--- config.mk ---
export PLATFORM = sky130hd
export DESIGN_NAME = reset_control
export DESIGN_NICKNAME = d
export VERILOG_FILES = /design/src/common/core_ctrl_pkg.sv /design/src/reset_control.sv
export SDC_FILE = /design/constraint.sdc
export NUM_CORES = 1
export LEC_CHECK = 0
export BUFFER_PORTS_ARGS = -buffer_cell sky130_fd_sc_hd__buf_4
export CAP_MARGIN = 20
export CORE_ASPECT_RATIO = 0.6
export CORE_UTILIZATION = 59
export CTS_CLUSTER_SIZE = 28
export DETAILED_ROUTE_END_ITERATION = 7
export PLACE_DENSITY = 0.79
export RECOVER_POWER = 50
export SLEW_MARGIN = 40
export SYNTH_ARGS = -nofsm -noshare
export SYNTH_HDL_FRONTEND = slang
export SYNTH_SLANG_ARGS = --single-unit
--- constraint.sdc ---
create_clock -name clk_32m -period 2.22 [get_ports clk_32m]
set_input_delay 0.222 -clock clk_32m [delete_from_list [all_inputs] [get_ports clk_32m]]
set_output_delay 0.222 -clock clk_32m [all_outputs]
set_load 0.005 [all_outputs]
--- src/common/core_ctrl_pkg.sv ---
`default_nettype none

package core_ctrl_pkg;

   // status byte from the osd menu
   typedef struct packed {
      logic [2:0] spare;
      logic       reset_toggle;   // reset entry of the menu
      logic       autoboot;
      logic       rom_map_low;    // 1 = low rom mapping
      logic       scanlines;      // only used by the video side
      logic       menu_reset;     // io controller boot
   } menu_status_t;

   typedef struct packed {
      logic core_reset;
      logic autoboot_shift;   // shift key pressed on the keyboard matrix
   } core_ctrl_t;

   // about 128 us at 32 MHz after a mapping change
   localparam int unsigned REMAP_HOLD_CYCLES = 4095;
   localparam int unsigned REMAP_CNT_W       = $clog2(REMAP_HOLD_CYCLES + 1);

endpackage

`default_nettype wire

--- src/reset_control.sv ---
`default_nettype none

module reset_control #(
   parameter int unsigned AUTOBOOT_CYCLES = 32000000
) (
   input  logic                        clk_32m,
   input  logic                        reset,
   input  core_ctrl_pkg::menu_status_t status,
   input  logic                        button,
   input  logic                        pll_ready,
   input  logic                        sdram_ready,
   input  logic                        loader_active,
   output core_ctrl_pkg::core_ctrl_t   ctrl
);
   import core_ctrl_pkg::*;

   localparam int unsigned BOOT_CNT_W = $clog2(AUTOBOOT_CYCLES + 1);

   logic                   last_rom_map;
   logic [REMAP_CNT_W-1:0] remap_cnt;
   logic                   remap_hold;
   logic                   reset_in;
   logic                   core_reset_q;
   logic [BOOT_CNT_W-1:0]  boot_cnt;

   // rom mapping change restarts the core with the new banks
   always_ff @(posedge clk_32m) begin
      last_rom_map <= status.rom_map_low;
      if (reset)
         remap_cnt <= '0;
      else if (last_rom_map != status.rom_map_low)
         remap_cnt <= REMAP_CNT_W'(REMAP_HOLD_CYCLES);
      else if (remap_cnt != '0)
         remap_cnt <= remap_cnt - 1'b1;
   end

   assign remap_hold = (remap_cnt != '0) || (last_rom_map != status.rom_map_low);

   // pll, sdram, menu, button, loader and remap all restart the core
   assign reset_in = ~pll_ready || ~sdram_ready || status.menu_reset ||
                     status.reset_toggle || button || loader_active || remap_hold;

   always_ff @(posedge clk_32m) begin
      if (reset)
         core_reset_q <= 1'b1;
      else
         core_reset_q <= reset_in;
   end

   // shift held after each core reset so the os boots from disc
   always_ff @(posedge clk_32m) begin
      if (reset)
         boot_cnt <= '0;
      else if (core_reset_q)
         boot_cnt <= BOOT_CNT_W'(AUTOBOOT_CYCLES);
      else if (boot_cnt != '0)
         boot_cnt <= boot_cnt - 1'b1;
   end

   assign ctrl = '{
      core_reset:     core_reset_q,
      autoboot_shift: status.autoboot && (boot_cnt != '0) && !core_reset_q
   };

   // full boot key time is loaded as the core leaves reset
   a_boot_cnt_loaded: assert property (@(posedge clk_32m) disable iff (reset)
      $fell(core_reset_q) |-> (boot_cnt == BOOT_CNT_W'(AUTOBOOT_CYCLES)));

endmodule

`default_nettype wire

Yosys cells after proc, flatten, opt, wreduce, memory -nomap -nowiden
Cells that the tools add are included.

operators by class
  add/subtract/negate cells = 2
  multiplexer cells = 4
  reduce and logical (&&, ||, !) cells = 15
  equality and inequality tests = 1
  bitwise logic cells = 2

operators by type and width
  kind                   count
  $mux 25                2
  $reduce_bool 25->1     1
  $sub 25x1->25 const B  1
  $mux 12                2
  $reduce_bool 12->1     1
  $sub 12x1->12 const B  1
  $logic_or 1x1->1       7
  $reduce_bool 2->1      2
  $logic_and 1x1->1      2
  $not 1->1              2
  $reduce_or 2->1        1
  $logic_not 1->1        1
  $ne 1x1->1             1

word-level totals
  bits in registers = 39
  word-level logic and storage cells = 29

Logic depth before layout (Yosys ltp)
Gate-level depths: netlist of the first run.

  depth in word-level cells = 7
  depth in mapped cells = 7
  depth with buffers taken out = 7

Worst setup path after synthesis of the first run
OpenSTA, ideal clock, no wires.

  path type = register -> output
  start point = register boot_cnt[14]
  end point = output port ctrl[0] (netlist bit)
  data required time = 1.998 ns
  path buffers = 1
  data arrival time = 1.517 ns
  slack = 0.481 ns
  cell stages (with the launch flop) = 6
  cells stage by stage = dfxtp_1 nor4_2 and4_1 buf_2 nand2_1 and3_1

RTL lines
  item                      RTL line             RTL
  start: declaration        reset_control.sv:24  logic [BOOT_CNT_W-1:0] boot_cnt;
  start signal: assignment  reset_control.sv:55  boot_cnt <= BOOT_CNT_W'(AUTOBOOT_CYCLES);
  start signal: assignment  reset_control.sv:57  boot_cnt <= boot_cnt - 1'b1;
  end: declaration          reset_control.sv:13  output core_ctrl_pkg::core_ctrl_t ctrl

==> results by group, run 1 <==
Placement
  • Placement Cell Area: ~0.0022 sq mm
  • Global placement routability congestion: 0.9202
  • Port Buffers: 11
  • DPL Wire Length: approximately 3300 um

Setup path
  • Crit-path max FO: 8
  • Worst Setup Start Kind: flip-flop
  • Crit path required time: about 2.0 ns
  • Worst path arrival time: between 1.5 and 2 ns
  • Worst Path Class, Setup: reg -> out
  • Critical Path End Type: output port

Routing
  • WL per Instance: about 15 um
  • Drt pass-1 iters: 4
  • Detailed-route wire length: 4554 um
  • First DRT Iteration DRCs: approximately 190
  • Antenna Nets Post-Route: 0
  • DRC violations left: 0
  • Via count: approximately 1800
  • Vias per std cell: roughly 6

Logic synthesis
  • Syn_area_per_cell: around 8.6 sq um
  • Synth Net Count: 252
  • Yosys reg bits: 39
  • Adder-Cell Fraction of Synth Area: around 1.9%
  • Synthesized cell area: 0.002023 sq mm
  • Area leader, netlist: dfxtp_1
  • XOR/XNOR Fraction of Synth Area: about a tenth
  • Mux contribution to synthesized area: 1.546%
  • Post-synth EDFFs: 0
  • Main combinational cell family by area after synthesis: simple AND/OR/NAND/NOR gates
  • Post-synth top flop: dfxtp_1
  • Synth area leaders: dfxtp_1, a21oi_1, xnor2_1, nor2_1, xor2_1
  • Library cells used by synthesis: 46
  • Post-synth ARST share: 0%
  • Top-area cell type share of the netlist area: 38.59%
  • Fraction of the mapped netlist area in simple logic gates: ~30%
  • Synth Area in Compound Gates: between 10% and 20%
  • Mapped Cells: between 200 and 250
  • Yosys warnings: 0
  • Sequential area share after synthesis: about two fifths

Die
  • Core Rows: 16
  • Die area: 0.003675 sq mm
  • Initial Util: between 60 and 70%
  • Die Wd: around 78 um
  • I/O Pins: 16
  • Die Y: roughly 47 um
  • Core Area: between 0.003 and 0.004 sq mm

Status
  • Status: completed

Finish
  • Final nets: 269
  • Finished layout cell area: approximately 0.0023 sq mm
  • Fillcell total: 265
  • Share of cells above drive strength 1: between 10 and 15%
  • Syn-to-layout area delta: 11.50%
  • Diode count: 0

STA
  • RSZ-0062 raised after global routing: no
  • Worst slew pin tran: 0.5233 ns
  • Final TNS setup: 0 ns
  • Final period demand of the worst path: ~2.1 ns
  • Final hold violations: 0
  • Final setup fails: 0
  • Fmax: roughly 470 MHz
  • Share of the clock period used by the worst path: between 90% and 100%
  • Slew margin rel.: around 64%
  • Slew Limit Fails: 0
  • Skew final: 0.004386 ns

Run
  • Max-Cap Viols: 0

GRT
  • Antenna violations before repair: 0
  • First-pass GRT wire length: approximately 7100 um
  • Vias in the first global route: 1474
  • Tot GR Track Use: a little over a quarter
  • Total grt overflow: 0
  • Largest net degree at the start of global routing: 24

Power
  • LEAKAGE: a little over 0.9 nW
  • Sw Ratio: about a quarter
  • Peak supply drop: roughly 0.0005 V
  • Psw: between 0.0003 and 0.0004 W
  • Power Internal: a little over 0.001 W
  • PwrDens: 613.9 mW/mm^2
  • Sequential group share of total power: a little under three fifths
  • Clock power share: a little under a third
  • Comb power frac: 13.2%

CTS
  • Clock latency on the worst-skew pair: a little under 0.3 ns
  • H-tree Lvls: 2
  • Post-CTS Setup Bufs: 0
  • Clock-pin transition on the worst setup and hold timing paths: ~0.07 ns
  • Clk buf depth: 2
  • CTS Sinks: 39
  • CTS tree: done
  • CTS root buffer: clkbuf_8
  • CTS Buf Count: 5

Hold path
  • Worst hold path type: in -> reg
## flip-flops by register name, summed over array words and instances, names as in the netlist
| name | cells |
|---|---|
| core_reset_q | 1 |
| boot_cnt | 25 |
| remap_cnt | 12 |
| last_rom_map | 1 |
## Yosys cell counts, types with 2 or more instances
cell / count
xnor2_1: 12
dfxtp_1: 39
mux2i_1: 2
nand3_1: 10
and4_1: 2
o21ai_0: 7
o211ai_1: 3
ha_1: 3
nand4_1: 2
and3_1: 2
nor3_2: 4
nor2_1: 25
o41ai_1: 2
a31oi_1: 3
nor2b_1: 6
nand4b_1: 3
a211oi_1: 4
nand2_1: 15
xor2_1: 10
or4_1: 3
nor3_1: 8
or3_1: 5
a311oi_1: 2
inv_1: 9
nor4_2: 3
nor4_1: 4
clkbuf_1: 4
nand3b_1: 3
a2111oi_2: 2
buf_2: 2
a21oi_1: 21
## final cells by class
| type | instances | area [sq um] | area share [%] |
|---|---|---|---|
| flip-flops and latches | 39 | 780.7 | 34.61 |
| inverters | 9 | 33.78 | 1.498 |
| repair buffers | 18 | 131.4 | 5.824 |
| well taps | 45 | 56.30 | 2.496 |
| clock buffers | 6 | 72.57 | 3.217 |
| multi-input cells | 179 | 1181 | 52.36 |
## logic make-up (layout without fill, tap and decap cells)
logic type,count (synthesis),after routing
multiplexers,3,3
AND/OR/NAND/NOR,103,103
flip-flops,39,39
buffers and inverters,17,33
XOR/XNOR,22,22
adder cells (fa/ha/maj),3,3
AO/OA/AOI/OAI,48,48
## final timing paths
check	endpoint	slack (ns)	from	cells after the start
setup reg to reg	remap_cnt[1]	0.22	remap_cnt[0]	6
hold reg to reg	boot_cnt[24]	0.48	boot_cnt[24]	2
hold / removal	last_rom_map	0.08	status[2]	1
setup / recovery	ctrl[0]	0.09	boot_cnt[2]	6
## per-layer routing
layer,routed length (um),vias to the layer above,share of wire [%],track usage (%)
met3,357,6,7.8,7.184
met4,48,0,1.1,8.679
met2,1704,67,37,34.51
met1,2442,822,54,40.65
li1,-,884,-,-
met5,0,-,0,0
## cell usage in the layout, fill, tap and decap left out, types with 3 or more instances in the layout
| master | n |
|---|---|
| ha_1 | 3 |
| nor2_1 | 26 |
| xor2_1 | 10 |
| nor2b_1 | 6 |
| dfxtp_1 | 39 |
| nand2_1 | 14 |
| nand4b_1 | 3 |
| clkbuf_8 | 5 |
| nand3b_1 | 3 |
| xnor2_1 | 12 |
| inv_1 | 9 |
| or4_1 | 3 |
| a31oi_1 | 3 |
| a211oi_1 | 4 |
| a21oi_1 | 21 |
| buf_4 | 16 |
| nor3_2 | 4 |
| nor3_1 | 8 |
| o211ai_1 | 3 |
| nand3_1 | 10 |
| or3_1 | 5 |
| nor4_1 | 4 |
| o21ai_0 | 7 |
## power by group through the flow
| stage | clock network, W | logic [W] | registers [W] |
|---|---|---|---|
| after floorplan | 0 | 0.000132 | 0.000772 |
| after global placement | 0 | 0.000174 | 0.000779 |
| after detailed placement | 0 | 0.000180 | 0.000780 |
| after CTS | 0.000445 | 0.000181 | 0.000765 |
| after global routing | 0.000470 | 0.000204 | 0.000771 |
| final | 0.000435 | 0.000183 | 0.000767 |
## metrics by stage
stage / utilization (%) / worst slack [ns] / hold slack [ns] / cells / total power (W)
5_1_grt: 69.13 / 0.007848 / 0.08157 / 296 / 0.001446
2_1_floorplan: - / 0.4813 / 0.2497 / 235 / 0.0009038
3_3_place_gp: 66.76 / 0.2671 / 0.3439 / 290 / 0.0009531
6_report: 69.13 / 0.08683 / 0.07544 / 296 / 0.001385
4_1_cts: 69.33 / 0.04296 / 0.04168 / 296 / 0.001392
3_5_place_dp: 66.76 / 0.1948 / 0.3461 / 290 / 0.0009595
## worst max-delay path, stage by stage, from the launching register on
cell     delay, ns
dfxtp_1       0.37
nor4_4        0.33
buf_4         0.21
and4_2        0.28
nand2_4       0.11
and3_1        0.20
buf_4         0.13
## timing repair
item,4_1_cts,5_1_grt
endpoints found under the setup margin,1,1
gates resized for setup,2,2
hold buffers,0,0
Note: power is estimated with default switching activity, not from simulation.
==> run 2, diff against run 1 <==
--- a/config.mk
+++ b/config.mk
@@ -6,8 +6,8 @@
 export NUM_CORES = 1
 export LEC_CHECK = 0
 export BUFFER_PORTS_ARGS = -buffer_cell sky130_fd_sc_hd__buf_4
-export CAP_MARGIN = 20
-export CORE_ASPECT_RATIO = 0.6
+export CAP_MARGIN = 40
+export CORE_ASPECT_RATIO = 1.2
 export CORE_UTILIZATION = 59
 export CTS_CLUSTER_SIZE = 28
 export DETAILED_ROUTE_END_ITERATION = 7
==> results by group, run 2 (synthesized netlist as in run 1, its figures left out) <==
Status
  • Status: completed

Finish
  • Diode count: 0 (unchanged)
  • FF+latch area: 780.7 sq um (unchanged)
  • Multi-input logic area: 0.001182 sq mm (+0.11%)
  • Commonest non-fill, non-tap cells in the layout: dfxtp_1, nor2_1, a21oi_1
  • Largest register FFs: 25 (unchanged)
  • Most common cell after layout, fill and taps aside: dfxtp_1
  • Final nets: 271 (+0.74%)
  • Largest register by flop count: boot_cnt
  • Syn-to-layout area delta: 12.37%
  • Fillcell total: 262 (-1.1%)
  • Registers with the most flip-flops: boot_cnt: 25 flops, remap_cnt: 12 flops
  • Share of cells above drive strength 1: 14.90% (+0.56 points)

Power
  • PwrDens: 630.9 mW/mm^2 (+2.8%)
  • LEAKAGE: 0.9319 nW (+1.2%)
  • Peak supply drop: 0.0007447 V (+53%)

Placement
  • Global placement routability congestion: 0.8709 (-5.4%)
  • DPL Wire Length: 2938 um (-12%)
  • Pre-CTS WS: 0.2407 ns (+0.04589 ns)
  • Port Buffers: 11 (unchanged)

Setup path
  • Crit path from: boot_cnt[14]
  • Reg2Reg Launch Point: boot_cnt[2]
  • Worst path arrival time: 1.92 ns (about the same)
  • Crit path required time: 2.00 ns (about the same)
  • Worst Path Class, Setup: reg -> out
  • Worst reg2reg setup slack: 0.24 ns (+0.02 ns)
  • Crit-path max FO: 8 (unchanged)
  • Worst Setup Start Kind: flip-flop
  • Critical Path End Type: output port

Routing
  • WL per Instance: 14.23 um (-7.5%)
  • Antenna Nets Post-Route: 0 (unchanged)
  • DRC violations left: 0 (unchanged)
  • Drt pass-1 iters: 4 (unchanged)
  • First DRT Iteration DRCs: 95 (-49%)
  • Detailed-route wire length: 4142 um (-9.0%)
  • Via count: 1758 (-1.2%)
  • Vias per std cell: 6.041 (+0.52%)

CTS
  • CTS Sinks: 39 (unchanged)
  • CTS root buffer: clkbuf_4
  • H-tree Lvls: 2 (unchanged)
  • Clock latency on the worst-skew pair: 0.34 ns (+0.05 ns)
  • CTS Buf Count: 5 (unchanged)
  • CTS tree: done
  • Clock-pin transition on the worst setup and hold timing paths: 0.12 ns (+0.05 ns)
  • Clk buf depth: 2 (unchanged)

STA
  • Slew Limit Fails: 0 (unchanged)
  • Final period demand of the worst path: 2.142 ns (+0.008380 ns)
  • Final setup fails: 0 (unchanged)
  • Share of the clock period used by the worst path: 96.47% (+0.38 points)
  • Min Hold Slack: 0.06042 ns (-0.01502 ns)
  • Skew final: 0.007297 ns (+0.002911 ns)
  • Worst setup margin: 0.07845 ns (-0.008380 ns)
  • Final hold violations: 0 (unchanged)
  • Slew margin rel.: 60.97% (-3.2 points)
  • Fmax: 467.0 MHz (-0.39%)
  • RSZ-0062 raised after global routing: no
  • Worst slew pin tran: 0.5812 ns (+0.05795 ns)
  • Final TNS setup: 0 ns (unchanged)

Die
  • Die area: 0.003668 sq mm (-0.19%)
  • Die Y: 66.15 um (+40%)
  • I/O Pins: 16 (unchanged)
  • Initial Util: 63.91% (+1.9 points)
  • Die Wd: 55.46 um (-29%)
  • Core Rows: 22 (+6)
  • Core Area: 0.003166 sq mm (-3.0%)

GRT
  • Largest net degree at the start of global routing: 24 (unchanged)
  • First-pass GRT wire length: 7107 um (about the same)
  • Vias in the first global route: 1652 (+12%)
  • Tot GR Track Use: 24.89% (-1.5 points)
  • Antenna violations before repair: 0 (unchanged)
  • Total grt overflow: 0 (unchanged)

Hold path
  • HP Start: status[0]
  • Worst hold path type: in -> reg

Run
  • Max-Cap Viols: 0 (unchanged)
==> run 2: changes by cell type in the layout (fill, tap and decap cells not counted), sizes merged <==
cell | previous run | this run
clkbuf | 8 | 9
bufinv | 0 | 1
dlygate4sd3 | 0 | 1
clkinv | 0 | 1
==> run 2: repair_timing <==
action	4_1_cts	5_1_grt
gates resized for setup	5	2
hold buffers	1	0
pin swaps	2	0
endpoints found under the hold margin	1	0
buffers inserted	2	0
endpoints found under the setup margin	1	1
==> run 2: final timing paths <==
path / end / depth (start not counted)
worst min register to register: boot_cnt[15] / 2
worst min-delay path: core_reset_q / 3
worst max register to register: boot_cnt[6] / 5
worst max-delay path: ctrl[0] / 5
==> run 2: worst max-delay path, stage by stage (launching register included) <==
cell and delay [ns]:
dfxtp_1 0.34, nor4_1 0.44, and4_1 0.29, nand2_2 0.15, and3_1 0.22, buf_4 0.13
==> run 2: per-stage QoR <==
step | std cells | area (sq um) | total power (W) | utilization (%)
2_1_floorplan | 235 | 2023 | 0.0009038 | -
3_3_place_gp | 280 | 2160 | 0.0009463 | 68.22
3_5_place_dp | 280 | 2160 | 0.0009506 | 68.22
4_1_cts | 291 | 2306 | 0.001448 | 72.85
5_1_grt | 291 | 2273 | 0.001499 | 71.82
6_report | 291 | 2273 | 0.001434 | 71.82
==> run 2: routing by layer <==
layer  share of wire, %  vias to the layer above  global-route usage (%)
met1                 43                      823                   26.83
met4                3.7                        0                   15.00
met2                 50                       28                   45.03
met3                2.8                       13                   4.892
li1                   -                      894                       -
met5                  0                        -                       0
==> run 2: final cells by class <==
class                   instances  share of cell area (%)
clock buffers                   6                   2.256
clock inverters                 2                   1.541
inverters                       9                   1.486
multi-input cells             179                   52.01
flip-flops and latches         39                   34.34
well taps                      36                   1.981
repair buffers                 20                   6.384
==> run 2: report_power, final <==
| group | internal (W) | switching, W |
|---|---|---|
| registers | 0.000732 | 0.0000328 |
| logic | 0.0000845 | 0.0000895 |
| clock network | 0.000266 | 0.000229 |
==> run 3, diff against run 2 <==
--- a/config.mk
+++ b/config.mk
@@ -11,7 +11,7 @@
 export CORE_UTILIZATION = 59
 export CTS_CLUSTER_SIZE = 28
 export DETAILED_ROUTE_END_ITERATION = 7
-export PLACE_DENSITY = 0.79
+export PLACE_DENSITY = 0.84
 export RECOVER_POWER = 50
 export SLEW_MARGIN = 40
 export SYNTH_ARGS = -nofsm -noshare
==> results by group, run 3 (synthesized netlist as in run 1, its figures left out) <==
STA
  • Final period demand of the worst path: 2.085 ns (-0.05678 ns)
  • RSZ-0062 raised after global routing: no
  • Final hold violations: 0 (unchanged)
  • Fmax: 479.7 MHz (+2.7%)
  • Share of the clock period used by the worst path: 93.91% (-2.6 points)
  • Final TNS setup: 0 ns (unchanged)
  • Slew Limit Fails: 0 (unchanged)
  • Worst slew pin tran: 0.4078 ns (-0.1735 ns)
  • Final setup fails: 0 (unchanged)
  • Slew margin rel.: 72.72% (+12 points)
  • Skew final: 0.01007 ns (+0.002770 ns)

Power
  • Peak supply drop: 0.0004381 V (-41%)
  • Power Internal: 0.001085 W (+0.21%)
  • Sw Ratio: 25.24% (+0.74 points)
  • PwrDens: 630.5 mW/mm^2 (about the same)
  • Sequential group share of total power: 52.9% (-0.4 points)
  • Comb power frac: 12.2% (about the same)
  • Psw: 0.0003663 W (+4.3%)
  • Clock power share: 34.9% (+0.4 points)
  • LEAKAGE: 0.9458 nW (+1.5%)

Setup path
  • Worst Setup Start Kind: flip-flop
  • Largest stage delay on the critical path: 0.39 ns (-0.05 ns)
  • Worst Path Class, Setup: reg -> out
  • Critical Path End Type: output port
  • Crit-path max FO: 8 (unchanged)
  • Buf+Inv Stages, Crit Path: 1 (unchanged)
  • CP top delay family: simple AND/OR/NAND/NOR gates
  • Worst path arrival time: 1.86 ns (-0.06 ns)
  • CP max-delay cell: dfxtp_1
  • Crit path required time: 2.00 ns (about the same)
  • Worst-path cell chain: nor3_4 > and4_1 > nand2_2 > and3_1 > buf_4

Routing
  • Detailed-route wire length: 4340 um (+4.8%)
  • Drt pass-1 iters: 4 (unchanged)
  • WL per Instance: 14.91 um (+4.8%)
  • Via count: 1779 (+1.2%)
  • Antenna Nets Post-Route: 0 (unchanged)
  • First DRT Iteration DRCs: 66 (-31%)
  • Vias per std cell: 6.113 (+1.2%)
  • DRC violations left: 0 (unchanged)

Hold path
  • Worst hold path type: in -> reg

Finish
  • Final nets: 271 (unchanged)
  • Commonest non-fill, non-tap cells in the layout: dfxtp_1, nor2_1, a21oi_1
  • Syn-to-layout area delta: 13.79%
  • Diode count: 0 (unchanged)
  • Fillcell total: 225 (-14%)
  • Final Util: 72.73% (+0.91 points)
  • Most common cell after layout, fill and taps aside: dfxtp_1
  • Share of cells above drive strength 1: 15.69% (+0.78 points)
  • Largest register by flop count: boot_cnt
  • Largest register FFs: 25 (unchanged)
  • Registers with the most flip-flops: boot_cnt: 25 flops, remap_cnt: 12 flops

Status
  • Status: completed

CTS
  • Clk buf depth: 2 (unchanged)
  • H-tree Lvls: 2 (unchanged)
  • CTS Buf Count: 5 (unchanged)
  • CTS tree: done
  • Clock latency on the worst-skew pair: 0.36 ns (+0.02 ns)
  • CTS Sinks: 39 (unchanged)
  • Clock-pin transition on the worst setup and hold timing paths: 0.12 ns (about the same)
  • CTS root buffer: clkbuf_4

GRT
  • Met2 Usage GRT: 43.07% (-2.0 points)
  • Met1 usage: 31.30% (+4.5 points)
  • Vias in the first global route: 1664 (+0.73%)
  • Largest net degree at the start of global routing: 24 (unchanged)
  • Global-route met3 utilization: 6.654% (+1.8 points)
  • Antenna violations before repair: 0 (unchanged)
  • First-pass GRT wire length: 7383 um (+3.9%)
  • Tot GR Track Use: 26.05% (+1.2 points)
  • Total grt overflow: 0 (unchanged)
  • Gr busiest metal: met2

Run
  • Max-Cap Viols: 0 (unchanged)

Die
  • Initial Util: 63.91% (unchanged)
  • Die area: 0.003668 sq mm (unchanged)
  • Core Area: 0.003166 sq mm (unchanged)
  • I/O Pins: 16 (unchanged)
  • Die Y: 66.15 um (unchanged)
  • Core Rows: 22 (unchanged)
  • Die Wd: 55.46 um (unchanged)

Placement
  • Global placement routability congestion: 0.8894 (+2.1%)
  • Port Buffers: 11 (unchanged)
  • DPL Wire Length: 2852 um (-2.9%)
run 3: cell counts in the layout (fill, tap and decap cells not counted):
No cell type changed its count.
run 3: path summary, 6_finish.rpt:
kind	from	depth (start not counted)	end	slack, ns
min reg2reg	boot_cnt[24]	2	boot_cnt[24]	0.52
min	status[0]	3	core_reset_q	0.05
max reg2reg	boot_cnt[3]	7	boot_cnt[4]	0.26
max	boot_cnt[9]	5	ctrl[0]	0.14
run 3: layer usage:
metal	wire length [um]	vias to the layer above
met1	1956	825
li1	-	887
met3	255	11
met4	96	0
met2	2031	56
met5	0	-
run 3: power by group through the flow:
| stage | logic, W | registers (W) | clock network (W) |
|---|---|---|---|
| 2_1_floorplan | 0.000132 | 0.000772 | 0 |
| 3_3_place_gp | 0.000166 | 0.000778 | 0 |
| 3_5_place_dp | 0.000169 | 0.000779 | 0 |
| 4_1_cts | 0.000175 | 0.000766 | 0.000515 |
| 5_1_grt | 0.000198 | 0.000774 | 0.000541 |
| 6_report | 0.000177 | 0.000768 | 0.000506 |
run 3: area by class of cell:
type                       count  area [sq um]  area share (%)
clock buffer                   6         51.30           2.228
clock inverter                 2         35.03           1.522
inverter                       9         33.78           1.467
multi-input combinational    179          1207           52.45
sequential                    39         780.7           33.91
tap                           36         45.04           1.957
timing repair buffer          20         148.9           6.467
run 3: repair_timing:
item                                    CTS  global route
pin swaps                                 1             3
gates resized for setup                   5             2
setup buffers                             1             2
hold buffers                              1             0
hold endpoints to repair                  1             0
cloned                                    0             0
endpoints found under the setup margin    1             1
run 3: worst reg2reg max path, cell delays in order, from the launching register on:
cell and delay [ns]:
dfxtp_1 0.39, nor4_4 0.29, buf_4 0.18, nand4_1 0.27, buf_4 0.29, o211ai_1 0.22
xor2_1 0.17, nor2_1 0.05
run 3: stage by stage:
| step | std cells | setup slack [ns] | power (W) | instance area (sq um) | hold slack (ns) |
|---|---|---|---|---|---|
| floorplan | 235 | 0.4813 | 0.0009038 | 2023 | 0.2497 |
| global placement | 279 | 0.3172 | 0.0009447 | 2152 | 0.3423 |
| detailed placement | 279 | 0.2472 | 0.0009486 | 2152 | 0.3433 |
| CTS | 289 | 0.02652 | 0.001456 | 2291 | 0.04265 |
| global route | 291 | 0.05124 | 0.001513 | 2302 | 0.06868 |
| finish | 291 | 0.1352 | 0.001451 | 2302 | 0.04791 |
